[config.mk]
export PLATFORM = sky130hd
export DESIGN_NAME = portalBridge
export DESIGN_NICKNAME = d
export VERILOG_FILES = /design/src/portalPkg.sv /design/src/beatIf.sv /design/src/reqIf.sv /design/src/userIf.sv /design/src/burstSplitter.sv /design/src/fifo1.sv /design/src/portalBridge.sv /design/src/portalDispatch.sv /design/src/userEcho.sv
export SDC_FILE = /design/constraint.sdc
export NUM_CORES = 1
export LEC_CHECK = 0
export ABC_AREA = 1
export ABC_CLOCK_PERIOD_IN_PS = 2500
export BUFFER_PORTS_ARGS = -buffer_cell sky130_fd_sc_hd__buf_2
export CAP_MARGIN = 20
export CORE_ASPECT_RATIO = 0.9
export CORE_MARGIN = 3
export CORE_UTILIZATION = 35
export CTS_BUF_LIST = sky130_fd_sc_hd__clkbuf_4 sky130_fd_sc_hd__clkbuf_8
export DETAILED_ROUTE_END_ITERATION = 10
export GPL_ROUTABILITY_DRIVEN = 0
export PLACE_DENSITY = 0.59
export SYNTH_ARGS = -nofsm -noshare
export SYNTH_HDL_FRONTEND = slang
export SYNTH_SLANG_ARGS = --single-unit
export TNS_END_PERCENT = 50
[constraint.sdc]
create_clock -name CLK -period 2.5 [get_ports CLK]
set_clock_uncertainty 0.1 [all_clocks]
set_input_delay 0.25 -clock CLK [delete_from_list [all_inputs] [get_ports CLK]]
set_output_delay 0.25 -clock CLK [all_outputs]
set_load 0.02 [all_outputs]
[src/portalPkg.sv]
package portalPkg;

  // Bus field widths
  localparam int DATA_W = 32;
  localparam int ADDR_W = 32;
  localparam int ID_W   = 6;
  // Burst length is the beat count minus 1
  localparam int LEN_W  = 4;
  localparam int OFF_W  = 5;

  // Address decode, portal select and page field
  localparam int IND_BIT = 12;
  localparam int PAGE_LO = 5;
  localparam int PAGE_HI = 11;

  // Word offsets with a defined meaning
  localparam logic [OFF_W-1:0] OFF_DATA     = 5'h00;
  localparam logic [OFF_W-1:0] OFF_STATUS   = 5'h04;
  localparam logic [OFF_W-1:0] OFF_CTRL_IEN = 5'h04;
  localparam logic [OFF_W-1:0] OFF_ID       = 5'h10;

  // Request entry fields from the top bit down
  // offset, beat count, id, control page flag, indication flag
  localparam int REQ_W = OFF_W + LEN_W + ID_W + 2;

  // Beat entry fields from the top bit down
  // offset, id, last, control page flag, indication flag
  localparam int BEAT_W = OFF_W + ID_W + 3;

endpackage

[src/beatIf.sv]
`timescale 1ns/1ps

interface beatIf;
  import portalPkg::*;

  logic             valid;
  logic             ready;
  logic [OFF_W-1:0] offset;
  logic [ID_W-1:0]  id;
  logic             last;
  logic             ctrl;
  logic             ind;

  modport source (
    output valid, offset, id, last, ctrl, ind,
    input  ready
  );

  modport sink (
    input  valid, offset, id, last, ctrl, ind,
    output ready
  );
endinterface

[src/reqIf.sv]
`timescale 1ns/1ps

interface reqIf;
  import portalPkg::*;

  logic              valid;
  logic              ready;
  logic [ADDR_W-1:0] addr;
  logic [LEN_W-1:0]  len;
  logic [ID_W-1:0]   id;

  modport master (
    output valid, addr, len, id,
    input  ready
  );

  modport splitter (
    input  valid, addr, len, id,
    output ready
  );

endinterface

[src/userIf.sv]
`timescale 1ns/1ps

interface userIf;
  import portalPkg::*;

  logic              reqValid;
  logic              reqReady;
  logic [DATA_W-1:0] reqData;
  logic              indValid;
  logic [DATA_W-1:0] indData;
  // Single cycle pulse that consumes the pending indication
  logic              indPop;

  modport host (
    output reqValid, reqData, indPop,
    input  reqReady, indValid, indData
  );

  modport user (
    input  reqValid, reqData, indPop,
    output reqReady, indValid, indData
  );
endinterface
[src/burstSplitter.sv]
`timescale 1ns/1ps

module burstSplitter (
  input  logic   CLK,
  input  logic   nRST,
  reqIf.splitter req,
  beatIf.source  beat
);
  import portalPkg::*;

  logic [REQ_W-1:0]  reqIn;
  logic [REQ_W-1:0]  reqEntry;
  logic              reqValid;
  logic [OFF_W-1:0]  reqOff;
  logic [LEN_W-1:0]  reqCnt;
  logic [ID_W-1:0]   reqId;
  logic              reqCtrl;
  logic              reqInd;
  logic              beatSpace;
  logic              stepFire;
  logic              notFirst;
  logic [OFF_W-1:0]  offReg;
  logic [LEN_W-1:0]  cntReg;
  logic              lastReg;
  logic [OFF_W-1:0]  offCur;
  logic [LEN_W-1:0]  cntCur;
  logic              lastCur;
  logic [BEAT_W-1:0] beatOut;

  // A length of 15 gives a count of 0, which still walks 16 beats
  assign reqIn = {req.addr[OFF_W-1:0], req.len + LEN_W'(1), req.id,
                  req.addr[PAGE_HI:PAGE_LO] == '0, req.addr[IND_BIT]};

  fifo1 #(.WIDTH(REQ_W)) reqBuf (
    .CLK(CLK), .nRST(nRST),
    .enqValid(req.valid), .enqReady(req.ready), .enqData(reqIn),
    .deqValid(reqValid), .deqReady(stepFire && lastCur), .deqData(reqEntry)
  );

  assign {reqOff, reqCnt, reqId, reqCtrl, reqInd} = reqEntry;

  // The first beat takes its state from the request, later ones from the walk registers
  assign offCur  = notFirst ? offReg : reqOff;
  assign cntCur  = notFirst ? cntReg : reqCnt;
  assign lastCur = notFirst ? lastReg : (reqCnt == LEN_W'(1));
  assign stepFire = reqValid && beatSpace;

  fifo1 #(.WIDTH(BEAT_W)) beatBuf (
    .CLK(CLK), .nRST(nRST),
    .enqValid(reqValid), .enqReady(beatSpace),
    .enqData({offCur, reqId, lastCur, reqCtrl, reqInd}),
    .deqValid(beat.valid), .deqReady(beat.ready), .deqData(beatOut)
  );

  assign {beat.offset, beat.id, beat.last, beat.ctrl, beat.ind} = beatOut;

  always_ff @(posedge CLK) begin
    if (!nRST) begin
      notFirst <= 1'b0;
    end else if (stepFire) begin
      notFirst <= !lastCur;
    end
  end

  // Offsets step by one word and wrap inside the page
  always_ff @(posedge CLK) begin
    if (stepFire) begin
      offReg  <= offCur + OFF_W'(4);
      cntReg  <= cntCur - LEN_W'(1);
      lastReg <= cntCur == LEN_W'(2);
    end
  end

endmodule

[src/fifo1.sv]
`timescale 1ns/1ps

module fifo1 #(
  parameter int WIDTH = 8
) (
  input  logic             CLK,
  input  logic             nRST,
  input  logic             enqValid,
  output logic             enqReady,
  input  logic [WIDTH-1:0] enqData,
  output logic             deqValid,
  input  logic             deqReady,
  output logic [WIDTH-1:0] deqData
);

  logic             full;
  logic [WIDTH-1:0] store;

  // Accepts only while empty and offers only while full
  assign enqReady = !full;
  assign deqValid = full;
  assign deqData  = store;

  always_ff @(posedge CLK) begin
    if (!nRST) begin
      full <= 1'b0;
    end else if (enqValid && !full) begin
      full <= 1'b1;
    end else if (deqReady && full) begin
      full <= 1'b0;
    end
  end

  always_ff @(posedge CLK) begin
    if (enqValid && !full) begin
      store <= enqData;
    end
  end

endmodule

[src/portalBridge.sv]
`timescale 1ns/1ps

module portalBridge (
  input  logic                         CLK,
  input  logic                         nRST,
  input  logic                         arValid,
  output logic                         arReady,
  input  logic [portalPkg::ADDR_W-1:0] arAddr,
  input  logic [portalPkg::LEN_W-1:0]  arLen,
  input  logic [portalPkg::ID_W-1:0]   arId,
  output logic                         rValid,
  input  logic                         rReady,
  output logic [portalPkg::DATA_W-1:0] rData,
  output logic [portalPkg::ID_W-1:0]   rId,
  output logic                         rLast,
  input  logic                         awValid,
  output logic                         awReady,
  input  logic [portalPkg::ADDR_W-1:0] awAddr,
  input  logic [portalPkg::LEN_W-1:0]  awLen,
  input  logic [portalPkg::ID_W-1:0]   awId,
  input  logic                         wValid,
  output logic                         wReady,
  input  logic [portalPkg::DATA_W-1:0] wData,
  output logic                         bValid,
  input  logic                         bReady,
  output logic [portalPkg::ID_W-1:0]   bId,
  output logic                         interrupt
);

  reqIf  arReq ();
  reqIf  awReq ();
  beatIf rdBeat ();
  beatIf wrBeat ();
  userIf userLink ();

  assign arReq.valid = arValid;
  assign arReq.addr  = arAddr;
  assign arReq.len   = arLen;
  assign arReq.id    = arId;
  assign arReady     = arReq.ready;

  assign awReq.valid = awValid;
  assign awReq.addr  = awAddr;
  assign awReq.len   = awLen;
  assign awReq.id    = awId;
  assign awReady     = awReq.ready;

  burstSplitter readSplit (.CLK(CLK), .nRST(nRST), .req(arReq), .beat(rdBeat));
  burstSplitter writeSplit (.CLK(CLK), .nRST(nRST), .req(awReq), .beat(wrBeat));

  portalDispatch dispatch (
    .CLK(CLK), .nRST(nRST),
    .rdBeat(rdBeat), .wrBeat(wrBeat),
    .wValid(wValid), .wReady(wReady), .wData(wData),
    .rValid(rValid), .rReady(rReady), .rData(rData), .rId(rId), .rLast(rLast),
    .bValid(bValid), .bReady(bReady), .bId(bId),
    .user(userLink), .interrupt(interrupt)
  );

  userEcho echo (.CLK(CLK), .nRST(nRST), .user(userLink));

endmodule

[src/portalDispatch.sv]
`timescale 1ns/1ps

module portalDispatch (
  input  logic                     CLK,
  input  logic                     nRST,
  beatIf.sink                      rdBeat,
  beatIf.sink                      wrBeat,
  input  logic                     wValid,
  output logic                     wReady,
  input  logic [portalPkg::DATA_W-1:0] wData,
  output logic                     rValid,
  input  logic                     rReady,
  output logic [portalPkg::DATA_W-1:0] rData,
  output logic [portalPkg::ID_W-1:0]   rId,
  output logic                     rLast,
  output logic                     bValid,
  input  logic                     bReady,
  output logic [portalPkg::ID_W-1:0]   bId,
  userIf.host                      user,
  output logic                     interrupt
);
  import portalPkg::*;

  localparam int RD_W = DATA_W + ID_W + 1;

  logic              intEnable;
  logic              rdSpace;
  logic              rdFire;
  logic [DATA_W-1:0] ctrlValue;
  logic [DATA_W-1:0] dataValue;
  logic [DATA_W-1:0] rdValue;
  logic [RD_W-1:0]   rdOut;
  logic              wdValid;
  logic [DATA_W-1:0] wdData;
  logic              doneSpace;
  logic              wrNeedsUser;
  logic              wrFire;

  // Control page registers are identical on both portals apart from the id word
  always_comb begin
    case (rdBeat.offset)
      5'h00:   ctrlValue = DATA_W'(user.indValid);
      5'h08:   ctrlValue = DATA_W'(1);
      5'h0C:   ctrlValue = DATA_W'(user.indValid);
      OFF_ID:  ctrlValue = rdBeat.ind ? DATA_W'(6) : DATA_W'(5);
      5'h14:   ctrlValue = DATA_W'(2);
      default: ctrlValue = '0;
    endcase
  end

  always_comb begin
    dataValue = '0;
    if (rdBeat.ind) begin
      if (rdBeat.offset == OFF_DATA && user.indValid) begin
        dataValue = user.indData;
      end
    end else if (rdBeat.offset == OFF_STATUS) begin
      dataValue = DATA_W'(user.reqReady);
    end
  end

  assign rdValue = rdBeat.ctrl ? ctrlValue : dataValue;
  assign rdFire = rdBeat.valid && rdSpace;
  assign rdBeat.ready = rdSpace;
  assign user.indPop = rdFire && !rdBeat.ctrl && rdBeat.ind &&
                       rdBeat.offset == OFF_DATA && user.indValid;

  fifo1 #(.WIDTH(RD_W)) readData (
    .CLK(CLK), .nRST(nRST),
    .enqValid(rdBeat.valid), .enqReady(rdSpace),
    .enqData({rdValue, rdBeat.id, rdBeat.last}),
    .deqValid(rValid), .deqReady(rReady), .deqData(rdOut)
  );

  assign {rData, rId, rLast} = rdOut;

  fifo1 #(.WIDTH(DATA_W)) writeData (
    .CLK(CLK), .nRST(nRST),
    .enqValid(wValid), .enqReady(wReady), .enqData(wData),
    .deqValid(wdValid), .deqReady(wrFire), .deqData(wdData)
  );

  // Only the request portal data word goes to the user block
  assign wrNeedsUser = !wrBeat.ctrl && !wrBeat.ind && wrBeat.offset == OFF_DATA;
  assign wrBeat.ready = wdValid && (!wrBeat.last || doneSpace) &&
                        (!wrNeedsUser || user.reqReady);
  assign wrFire = wrBeat.valid && wrBeat.ready;

  assign user.reqValid = wrFire && wrNeedsUser;
  assign user.reqData  = wdData;

  fifo1 #(.WIDTH(ID_W)) writeDone (
    .CLK(CLK), .nRST(nRST),
    .enqValid(wrFire && wrBeat.last), .enqReady(doneSpace), .enqData(wrBeat.id),
    .deqValid(bValid), .deqReady(bReady), .deqData(bId)
  );

  always_ff @(posedge CLK) begin
    if (!nRST) begin
      intEnable <= 1'b0;
    end else if (wrFire && wrBeat.ctrl && wrBeat.offset == OFF_CTRL_IEN) begin
      intEnable <= wdData[0];
    end
  end

  assign interrupt = user.indValid && intEnable;

endmodule

[src/userEcho.sv]
`timescale 1ns/1ps

module userEcho (
  input  logic CLK,
  input  logic nRST,
  userIf.user  user
);
  import portalPkg::*;

  logic              full;
  logic [DATA_W-1:0] held;
  logic              accept;

  assign accept = user.reqValid && !full;

  assign user.reqReady = !full;
  assign user.indValid = full;
  assign user.indData  = held;

  // Accept and pop cannot coincide since one needs empty and the other full
  always_ff @(posedge CLK) begin
    if (!nRST) begin
      full <= 1'b0;
    end else if (accept) begin
      full <= 1'b1;
    end else if (user.indPop) begin
      full <= 1'b0;
    end
  end

  always_ff @(posedge CLK) begin
    if (accept) begin
      held <= user.reqData + DATA_W'(1);
    end
  end

endmodule

==> results of run 1 <==
==> area by class of cell <==
| class | count | area (µm²) |
|---|---|---|
| Tap cell | 291 | 364.1 |
| Fill cell | 1998 | 11720 |
| Clock buffer | 19 | 255.2 |
| Timing Repair Buffer | 220 | 1511 |
| Sequential cell | 198 | 5836 |
| Multi-Input combinational cell | 341 | 1705 |
| Clock inverter | 13 | 182.7 |
| Inverter | 101 | 379.1 |
==> synthesized netlist by cell type, types with 4 or more instances <==
cell / count
inv_1: 101
nor2_2: 4
dfxtp_1: 11
xor2_1: 22
a21oi_1: 6
nand2_1: 122
nor3_1: 10
nand3_1: 24
ha_1: 9
edfxtp_1: 187
nand4_1: 10
xnor2_1: 9
nor2_1: 96
o21ai_0: 9
==> what timing repair did <==
| item | in CTS | in global routing |
|---|---|---|
| setup buffers | 0 | 0 |
| hold buffers | 74 | 0 |
| endpoints found under the hold margin | 73 | 0 |
==> worst max-delay path: stages (launching register included) <==
cell and delay (ns):
edfxtp_1 0.40, ha_1 0.30, nand3_1 0.19, nor2_1 0.31
nand3_1 0.15, xor2_1 0.18
==> per-layer routing <==
| layer | vias up | track usage |
|---|---|---|
| met1 | 2292 | 0.1824 |
| met2 | 126 | 0.2006 |
| met5 | - | 0 |
| met3 | 21 | 0.03609 |
| li1 | 2608 | - |
| met4 | 0 | 0.05367 |
==> logic make-up (layout without fill, tap and decap cells) <==
group	after synthesis	after routing
adder cells (fa/ha/maj)	9	9
AO/OA/AOI/OAI	16	16
AND/OR/NAND/NOR	283	283
buffers and inverters	107	353
flip-flops	198	198
multiplexers	2	2
XOR/XNOR	31	31
==> final timing paths <==
| check | cells past startpoint | slack (ns) | end |
|---|---|---|---|
| worst max register to register | 5 | 0.61 | echo.user.indData[16] |
| worst min register to register | 0 | 0.32 | writeSplit.beatBuf.deqData[5] |
| worst max-delay path | 5 | 0.61 | echo.user.indData[16] |
| worst min-delay path | 0 | 0.32 | writeSplit.beatBuf.deqData[5] |
==> flip-flops by register name, summed over array words and instances, names as in the netlist, 4 cells and up <==
name                        cells
dispatch.readData.deqData      39
dispatch.writeData.deqData     32
echo.user.indData              32
readSplit.reqBuf.deqData       17
writeSplit.reqBuf.deqData      17
readSplit.beatBuf.deqData      14
writeSplit.beatBuf.deqData     14
dispatch.writeDone.deqData      6
readSplit.cntReg                4
writeSplit.cntReg               4
==> power by group through the flow <==
stage                     logic, µW  clock network [µW]  registers [µW]
after floorplan                 276                   0            4050
after global placement          531                   0            4020
after detailed placement        539                   0            4020
after CTS                       629                2300            3940
after global routing            702                2420            3960
final                           623                2200            3940
==> stage by stage <==
step	util	cells	total power, µW	setup WS, ns
after floorplan	-	646	4323	0.3810
after global placement	0.4125	1077	4548	0.6642
after detailed placement	0.4125	1077	4560	0.6386
after CTS	0.4662	1183	6870	0.6234
after global routing	0.4662	1183	7089	0.5416
final	0.4662	1183	6771	0.6092
==> impl_metrics.json, run 1 <==
{
  "status": "completed",
  "placed_area_um2": 9055,
  "syn_area_per_cell_um2": 12.30,
  "synth-adder-area-share": 0.01417,
  "final_cell_mix": "edfxtp_1, buf_2, nand2_1",
  "p_sw_uw": 1586,
  "end_kind": "register",
  "detail-route-antenna-nets": 0,
  "drc": 0,
  "required_ns": 2.61,
  "dp_hpwl_um": 11070,
  "crit-reg2reg-launch": "dispatch.writeData.deqData[0]",
  "criticalPathCategory": "reg -> reg",
  "fp.coreArea_um2": 21950,
  "min_period_over_period": 0.7563,
  "dr.pass1.iters": 5,
  "grt.total_usage": 0.1328,
  "initial_core_util": 0.3620,
  "synth_area_leaders": "edfxtp_1, nand2_1, inv_1, nor2_1, dfxtp_1",
  "tns_ns": 0,
  "worstPathMaxFanout": 5,
  "grt_max_degree": 39,
  "die_x_um": 164.8,
  "cts-htree-levels": 4,
  "drt_iter0_drc": 291,
  "top_layer_used": "met4",
  "hold_path.startpoint": "writeSplit.reqBuf.deqData[4]",
  "p_clk_frac": 0.326,
  "synth_top_family_by_area": "simple AND/OR/NAND/NOR gates",
  "dieArea_um2": 24550,
  "hold_viol": 0,
  "cts_sinks": 198,
  "synthDistinctLibCells": 29,
  "yosysSeqAreaShare": 0.7344,
  "worst_pin_slew_ns": 0.6149,
  "synthFlopType": "edfxtp_1",
  "p_leak_uw": 0.004234,
  "wl_met2_um": 7003,
  "num_vias": 5047,
  "syn_nets": 778,
  "tritoncts": "built",
  "portBuffers": 135,
  "hold_slack_ns": 0.3211,
  "clk_path_buf_depth": 2,
  "grt_setup_unrepaired": "false",
  "switching_share": 0.2343,
  "combPwrFrac": 0.092,
  "slew_headroom": 0.5886,
  "dr_wl_met3_um": 862,
  "drt-met1-wl_um": 7328,
  "numCtsBuffers": 17,
  "grt_pass1_vias": 4903,
  "clk_latency_ns": 0.47,
  "viasPerCell": 4.266,
  "grt.overflow.total": 0,
  "syn_area_um2": 7946,
  "area_growth_pct": 28.78,
  "crit_path_start_kind": "register",
  "setup-violations-final": 0,
  "syn-instance-count": 646,
  "min_period_ns": 1.891,
  "hold_class": "reg -> reg",
  "cap_violations": 0,
  "vdd_ir_drop_max_mv": 0.4268,
  "rows": 51,
  "synth_edf_count": 187,
  "stdcell_area_um2": 10230,
  "clockRootBuffer": "clkbuf_8",
  "io_pins": 174,
  "synth_top_area_frac": 0.7067,
  "finalNetCount": 1011,
  "drive_gt1_frac": 0.2175,
  "final_common_cell": "edfxtp_1",
  "yosysWarningCount": 0,
  "wl_um": 15500,
  "cts_resized": 0,
  "yosysTopAreaCell": "edfxtp_1",
  "synth_xor_area_frac": 0.03417,
  "wl_per_cell_um": 13.10,
  "synth-compound-area-share": 0.01039,
  "p_seq_frac": 0.582,
  "fmax_mhz": 528.9,
  "muxShareOfSynthArea": 0.002519,
  "path_clk_slew_ns": 0.10,
  "yosys.area_share.simple": 0.1524,
  "diodes": 0,
  "power_density_nw_per_um2": 661.7,
  "grt_pass1_wl_um": 24810,
  "postSynth.asyncResetShare": 0,
  "antenna_found_initial": 0,
  "worstPathArrival_ns": 2.00,
  "power.internal_uw": 5185,
  "synth-seq-cells": 198,
  "die_height_um": 148.9,
  "slew_viol_final": 0,
  "startpoint": "dispatch.writeData.deqData[0]"
}
Note: power is estimated with default switching activity, not from simulation.
==> inputs of run 2 (changes only) <==
ABC_AREA = 0   (was 1)
ABC_CLOCK_PERIOD_IN_PS = 1800   (was 2500)
PLACE_DENSITY = 0.57   (was 0.59)
clock period = 1.8 ns   (was 2.5 ns; I/O delays follow)
==> run 2 against run 1 <==
- final area down 1.7%
- sequential cell count unchanged
- clock-buffer cell count fell by 2
- power increased by 32%
- clock power grew 23%
- first-iteration DRC count increased by 4.8%
==> impl_metrics.json, run 2 <==
{
  "min_period_ns": 1.739,
  "dr_wl_met3_um": 724,
  "viasPerCell": 4.431,
  "finalNetCount": 840,
  "clockRootBuffer": "clkbuf_8",
  "pre_cts_ws_ns": 0.005643,
  "numCtsBuffers": 17,
  "status": "completed",
  "total_power_uw": 8927,
  "hold_slack_ns": 0.3172,
  "syn-instance-count": 449,
  "fmax_mhz": 575.0,
  "portBuffers": 135,
  "synth-seq-cells": 198,
  "grt.total_usage": 0.1308,
  "worst_pin_slew_ns": 0.4547,
  "slew_headroom": 0.6965,
  "antenna_found_initial": 1,
  "grt.overflow.total": 0,
  "wl_per_cell_um": 14.60,
  "initial_core_util": 0.3597,
  "hold_viol": 0,
  "end_kind": "register",
  "placed_area_um2": 8833,
  "synth_edf_count": 187,
  "worstPathMaxFanout": 16,
  "setup-violations-final": 0,
  "rows": 50,
  "yosysSeqAreaShare": 0.7741,
  "synth_area_leaders": "edfxtp_1, xnor2_1, dfxtp_1, and2_1, mux2i_1",
  "drive_gt1_frac": 0.3093,
  "wl_met2_um": 7909,
  "postSynth.asyncResetShare": 0,
  "grt_setup_unrepaired": "true",
  "io_pins": 174,
  "grt_pass1_wl_um": 24040,
  "synth_top_area_frac": 0.7449,
  "yosysWarningCount": 0,
  "path_clk_slew_ns": 0.10,
  "die_height_um": 145.2,
  "synth.most_common_cell": "edfxtp_1",
  "synth_top_cells_by_count": "edfxtp_1, and2_1, xnor2_1, inv_1",
  "syn_nets": 581,
  "min_period_over_period": 0.9661,
  "area_growth_pct": 33.49,
  "p_leak_uw": 0.003755,
  "crit_path_start_kind": "register",
  "vdd_ir_drop_max_mv": 0.4548,
  "top_layer_used": "met4",
  "num_vias": 4466,
  "layout_setup_ws_ns": 0.06100,
  "detail-route-antenna-nets": 0,
  "final_cell_mix": "edfxtp_1, buf_2, dlygate4sd3_1",
  "syn_area_um2": 7538,
  "slew_viol_final": 0,
  "die_x_um": 160.7,
  "wl_um": 14720,
  "clk_path_buf_depth": 2,
  "clk_latency_ns": 0.46,
  "grt_pass1_vias": 4778,
  "cts_sinks": 198,
  "fp.coreArea_um2": 20960,
  "syn_area_per_cell_um2": 16.79,
  "yosysTopAreaCell": "edfxtp_1",
  "dieArea_um2": 23340,
  "power_density_nw_per_um2": 887.1,
  "largest_register_ffs": 39,
  "nFillCells": 1818,
  "stdcell_area_um2": 10060,
  "dp_hpwl_um": 10360,
  "cts-htree-levels": 4,
  "synthDistinctLibCells": 44,
  "tritoncts": "built",
  "required_ns": 2.04,
  "grt_max_degree": 40,
  "synthFlopType": "edfxtp_1",
  "drt-met1-wl_um": 5839,
  "final_common_cell": "edfxtp_1",
  "hold_class": "in -> reg",
  "drc": 0,
  "dr.pass1.iters": 4,
  "worstPathArrival_ns": 1.98,
  "drt_iter0_drc": 305,
  "cap_violations": 0,
  "criticalPathCategory": "reg -> reg"
}
[run 2: cell count changes after synthesis, moves of 9 or more]
cell	previous run	this run
nand2_1	122	16
inv_1	101	20
nor2_1	96	16
and2_1	0	33
xnor2_1	9	26
mux2i_1	2	14
nand3_1	24	15
[run 2: what timing repair did]
item | 4_1_cts | 5_1_grt
gates cloned | 0 | 1
setup buffers | 0 | 3
setup endpoints to repair | 1 | 49
pin swaps | 0 | 1
resized for setup | 1 | 6
hold buffers | 78 | 0
hold endpoints to repair | 72 | 0
[run 2: layer usage]
metal	GRT usage	vias up
li1	-	2205
met1	0.1465	2151
met2	0.2339	95
met3	0.04111	15
met4	0.04688	0
met5	0	-
[run 2: area by class of cell]
class | count | area (µm²) | share of cell area
clock inverters | 15 | 138.9 | 0.01380
diodes | 1 | 2.502 | 0.0002487
flip-flops and latches | 198 | 5836 | 0.5799
repair buffers | 247 | 1767 | 0.1756
clock buffers | 17 | 234.0 | 0.02325
inverters | 20 | 75.07 | 0.007460
well taps | 286 | 357.8 | 0.03556
multi-input cells | 224 | 1653 | 0.1642
[run 2: path summary, 6_finish.rpt]
path / cells after the start / slack, ns / from / endpoint
worst max-delay path: 5 / 0.06 / readSplit.beatBuf.deqData[10] / dispatch.readData.deqData[23]
worst min-delay path: 2 / 0.32 / wData[30] / dispatch.writeData.deqData[30]
worst max register to register: 5 / 0.06 / readSplit.beatBuf.deqData[10] / dispatch.readData.deqData[23]
worst min register to register: 0 / 0.33 / readSplit.reqBuf.deqData[3] / readSplit.beatBuf.deqData[4]
[run 2: worst max-delay path: stages (launching register included)]
cell	delay (ns)
edfxtp_1	0.40
or3_4	0.42
nor2_2	0.11
and4_4	0.28
clkbuf_16	0.18
and2_1	0.13
[run 2: where the power goes]
group	internal, µW	leakage, µW	switching (µW)
logic	388	0.00173	395
registers	5320	0.00184	120
clock network	1020	0.000188	1680
[run 2: cells by family after synthesis]
kind of cell,synth area share
AO/OA/AOI/OAI,0.01842
multiplexers,0.02456
adder cells (fa/ha/maj),0.01627
AND/OR/NAND/NOR,0.1049
buffers and inverters,0.01527
XOR/XNOR,0.04647
flip-flops,0.7741
[run 2: through the flow]
stage | cells | utilization | TNS (ns)
after detailed placement | 893 | 0.4215 | 0
after global routing | 1008 | 0.4802 | -0.02670
after floorplan | 449 | - | -15.75
after global placement | 893 | 0.4215 | 0
after CTS | 1003 | 0.4768 | 0
final | 1008 | 0.4802 | 0
==> inputs of run 3 (changes only) <==
ABC_AREA = 1   (was 0)
==> run 3 against run 2 <==
- power is 0.93% higher
- non-clock buffer count is 19 lower
- cell count is 18% higher
- core utilization is 1.2 points lower
- setup slack better by 0.013 ns
==> impl_metrics.json, run 3 (same netlist as run 1, synthesis figures left out) <==
{
  "nFillCells": 2076,
  "clk_path_buf_depth": 2,
  "drc": 0,
  "grt_setup_unrepaired": "true",
  "diodes": 0,
  "status": "completed",
  "crit_family": "simple AND/OR/NAND/NOR gates",
  "criticalPathCategory": "reg -> reg",
  "finalNetCount": 1019,
  "initial_core_util": 0.3620,
  "fmax_mhz": 579.4,
  "tns_ns": 0,
  "power_density_nw_per_um2": 876.2,
  "p_leak_uw": 0.004254,
  "antenna_found_initial": 0,
  "slew_headroom": 0.7352,
  "clk_latency_ns": 0.45,
  "crit_top_cell": "nand2_1",
  "cts-htree-levels": 4,
  "crit_chain": "ha_2 > nand3_1 > nor2_2 > buf_4 > nand2_1 > nand2_1 > nand2_1",
  "numCtsBuffers": 17,
  "slowest_stage": "edfxtp_1",
  "hold_slack_ns": 0.1870,
  "min_period_over_period": 0.9588,
  "cts_setup_buffers": 0,
  "dieArea_um2": 24550,
  "grt.overflow.total": 0,
  "area_growth_pct": 29.40,
  "total_power_uw": 9010,
  "worstPathArrival_ns": 1.84,
  "end_kind": "register",
  "drive_gt1_frac": 0.2256,
  "worst_pin_slew_ns": 0.3941,
  "grt_max_degree": 42,
  "grt.total_usage": 0.1315,
  "tritoncts": "built",
  "worstPathMaxFanout": 5,
  "dp_hpwl_um": 11260,
  "clockRootBuffer": "clkbuf_8",
  "final_cell_mix": "edfxtp_1, buf_2, nand2_1",
  "path_clk_slew_ns": 0.11,
  "fp.coreArea_um2": 21950,
  "dr.pass1.iters": 5,
  "multiInputGateArea_um2": 1727,
  "required_ns": 1.91,
  "rows": 51,
  "hold_class": "in -> reg",
  "critPathBufInv": 1,
  "cap_violations": 0,
  "largest_register_ffs": 39,
  "portBuffers": 135,
  "vdd_ir_drop_max_mv": 0.5160,
  "wl_per_cell_um": 13.06,
  "num_vias": 5039,
  "min_period_ns": 1.726,
  "wl_um": 15550,
  "hold_viol": 0,
  "crit_path_start_kind": "register",
  "max_stage_delay_ns": 0.38,
  "sequential_cell_area_um2": 5836,
  "setup-violations-final": 0,
  "cts_sinks": 198,
  "final_common_cell": "edfxtp_1",
  "slew_viol_final": 0,
  "viasPerCell": 4.231,
  "drt_iter0_drc": 312,
  "detail-route-antenna-nets": 0,
  "grt_pass1_wl_um": 24810,
  "grt_pass1_vias": 4995,
  "io_pins": 174,
  "die_height_um": 148.9,
  "die_x_um": 164.8
}
## run 3: worst register-to-register path: stages, from the launching register on
cell and delay, ns:
edfxtp_1 0.38, ha_2 0.25, nand3_1 0.22, nor2_2 0.25
buf_4 0.14, nand2_1 0.04, nand2_1 0.05, nand2_1 0.07
## run 3: what timing repair did
action | in CTS | in global routing
hold endpoints to repair | 77 | 0
gates resized for setup | 0 | 4
endpoints found under the setup margin | 0 | 9
hold buffers | 76 | 0
## run 3: through the flow
step	utilization	setup WS [ns]	instances	cell area, µm²
3_5_place_dp	0.4165	0.02496	1083	9143
2_1_floorplan	-	0.001687	646	7959
4_1_cts	0.4677	0.01863	1191	10270
6_report	0.4684	0.07418	1191	10280
3_3_place_gp	0.4165	0.03148	1083	9143
5_1_grt	0.4684	-0.04132	1191	10280
## run 3: where the power goes
group          total, µW  internal (µW)  switching, µW
Sequential          5480           5360            117
Clock               2640           1040           1600
Combinational        892            384            508
Total               9010           6780           2230
## run 3: cell type report
class                           instances  area share
Inverter                              101     0.03687
Clock inverter                         13     0.01107
Tap cell                              291     0.03541
Sequential cell                       198      0.5675
Timing Repair Buffer                  228      0.1570
Multi-Input combinational cell        341      0.1679
Clock buffer                           19     0.02422
## run 3: final timing paths
kind	depth (start not counted)	startpoint	slack, ns	end
worst max-delay path	7	dispatch.writeData.deqData[1]	0.07	echo.user.indData[24]
worst min-delay path	4	wValid	0.19	dispatch.writeData.deqData[20]
worst max register to register	7	dispatch.writeData.deqData[1]	0.07	echo.user.indData[24]
worst min register to register	0	writeSplit.reqBuf.deqData[2]	0.33	writeSplit.beatBuf.deqData[3]
## run 3: per-layer routing
layer  global-route usage  part of all wire  vias up
met5                    0                 0        -
met4              0.03606             0.010        0
met3              0.04137             0.066       12
met2               0.1975              0.44      120
met1               0.1853              0.49     2286
li1                     -                 -     2621
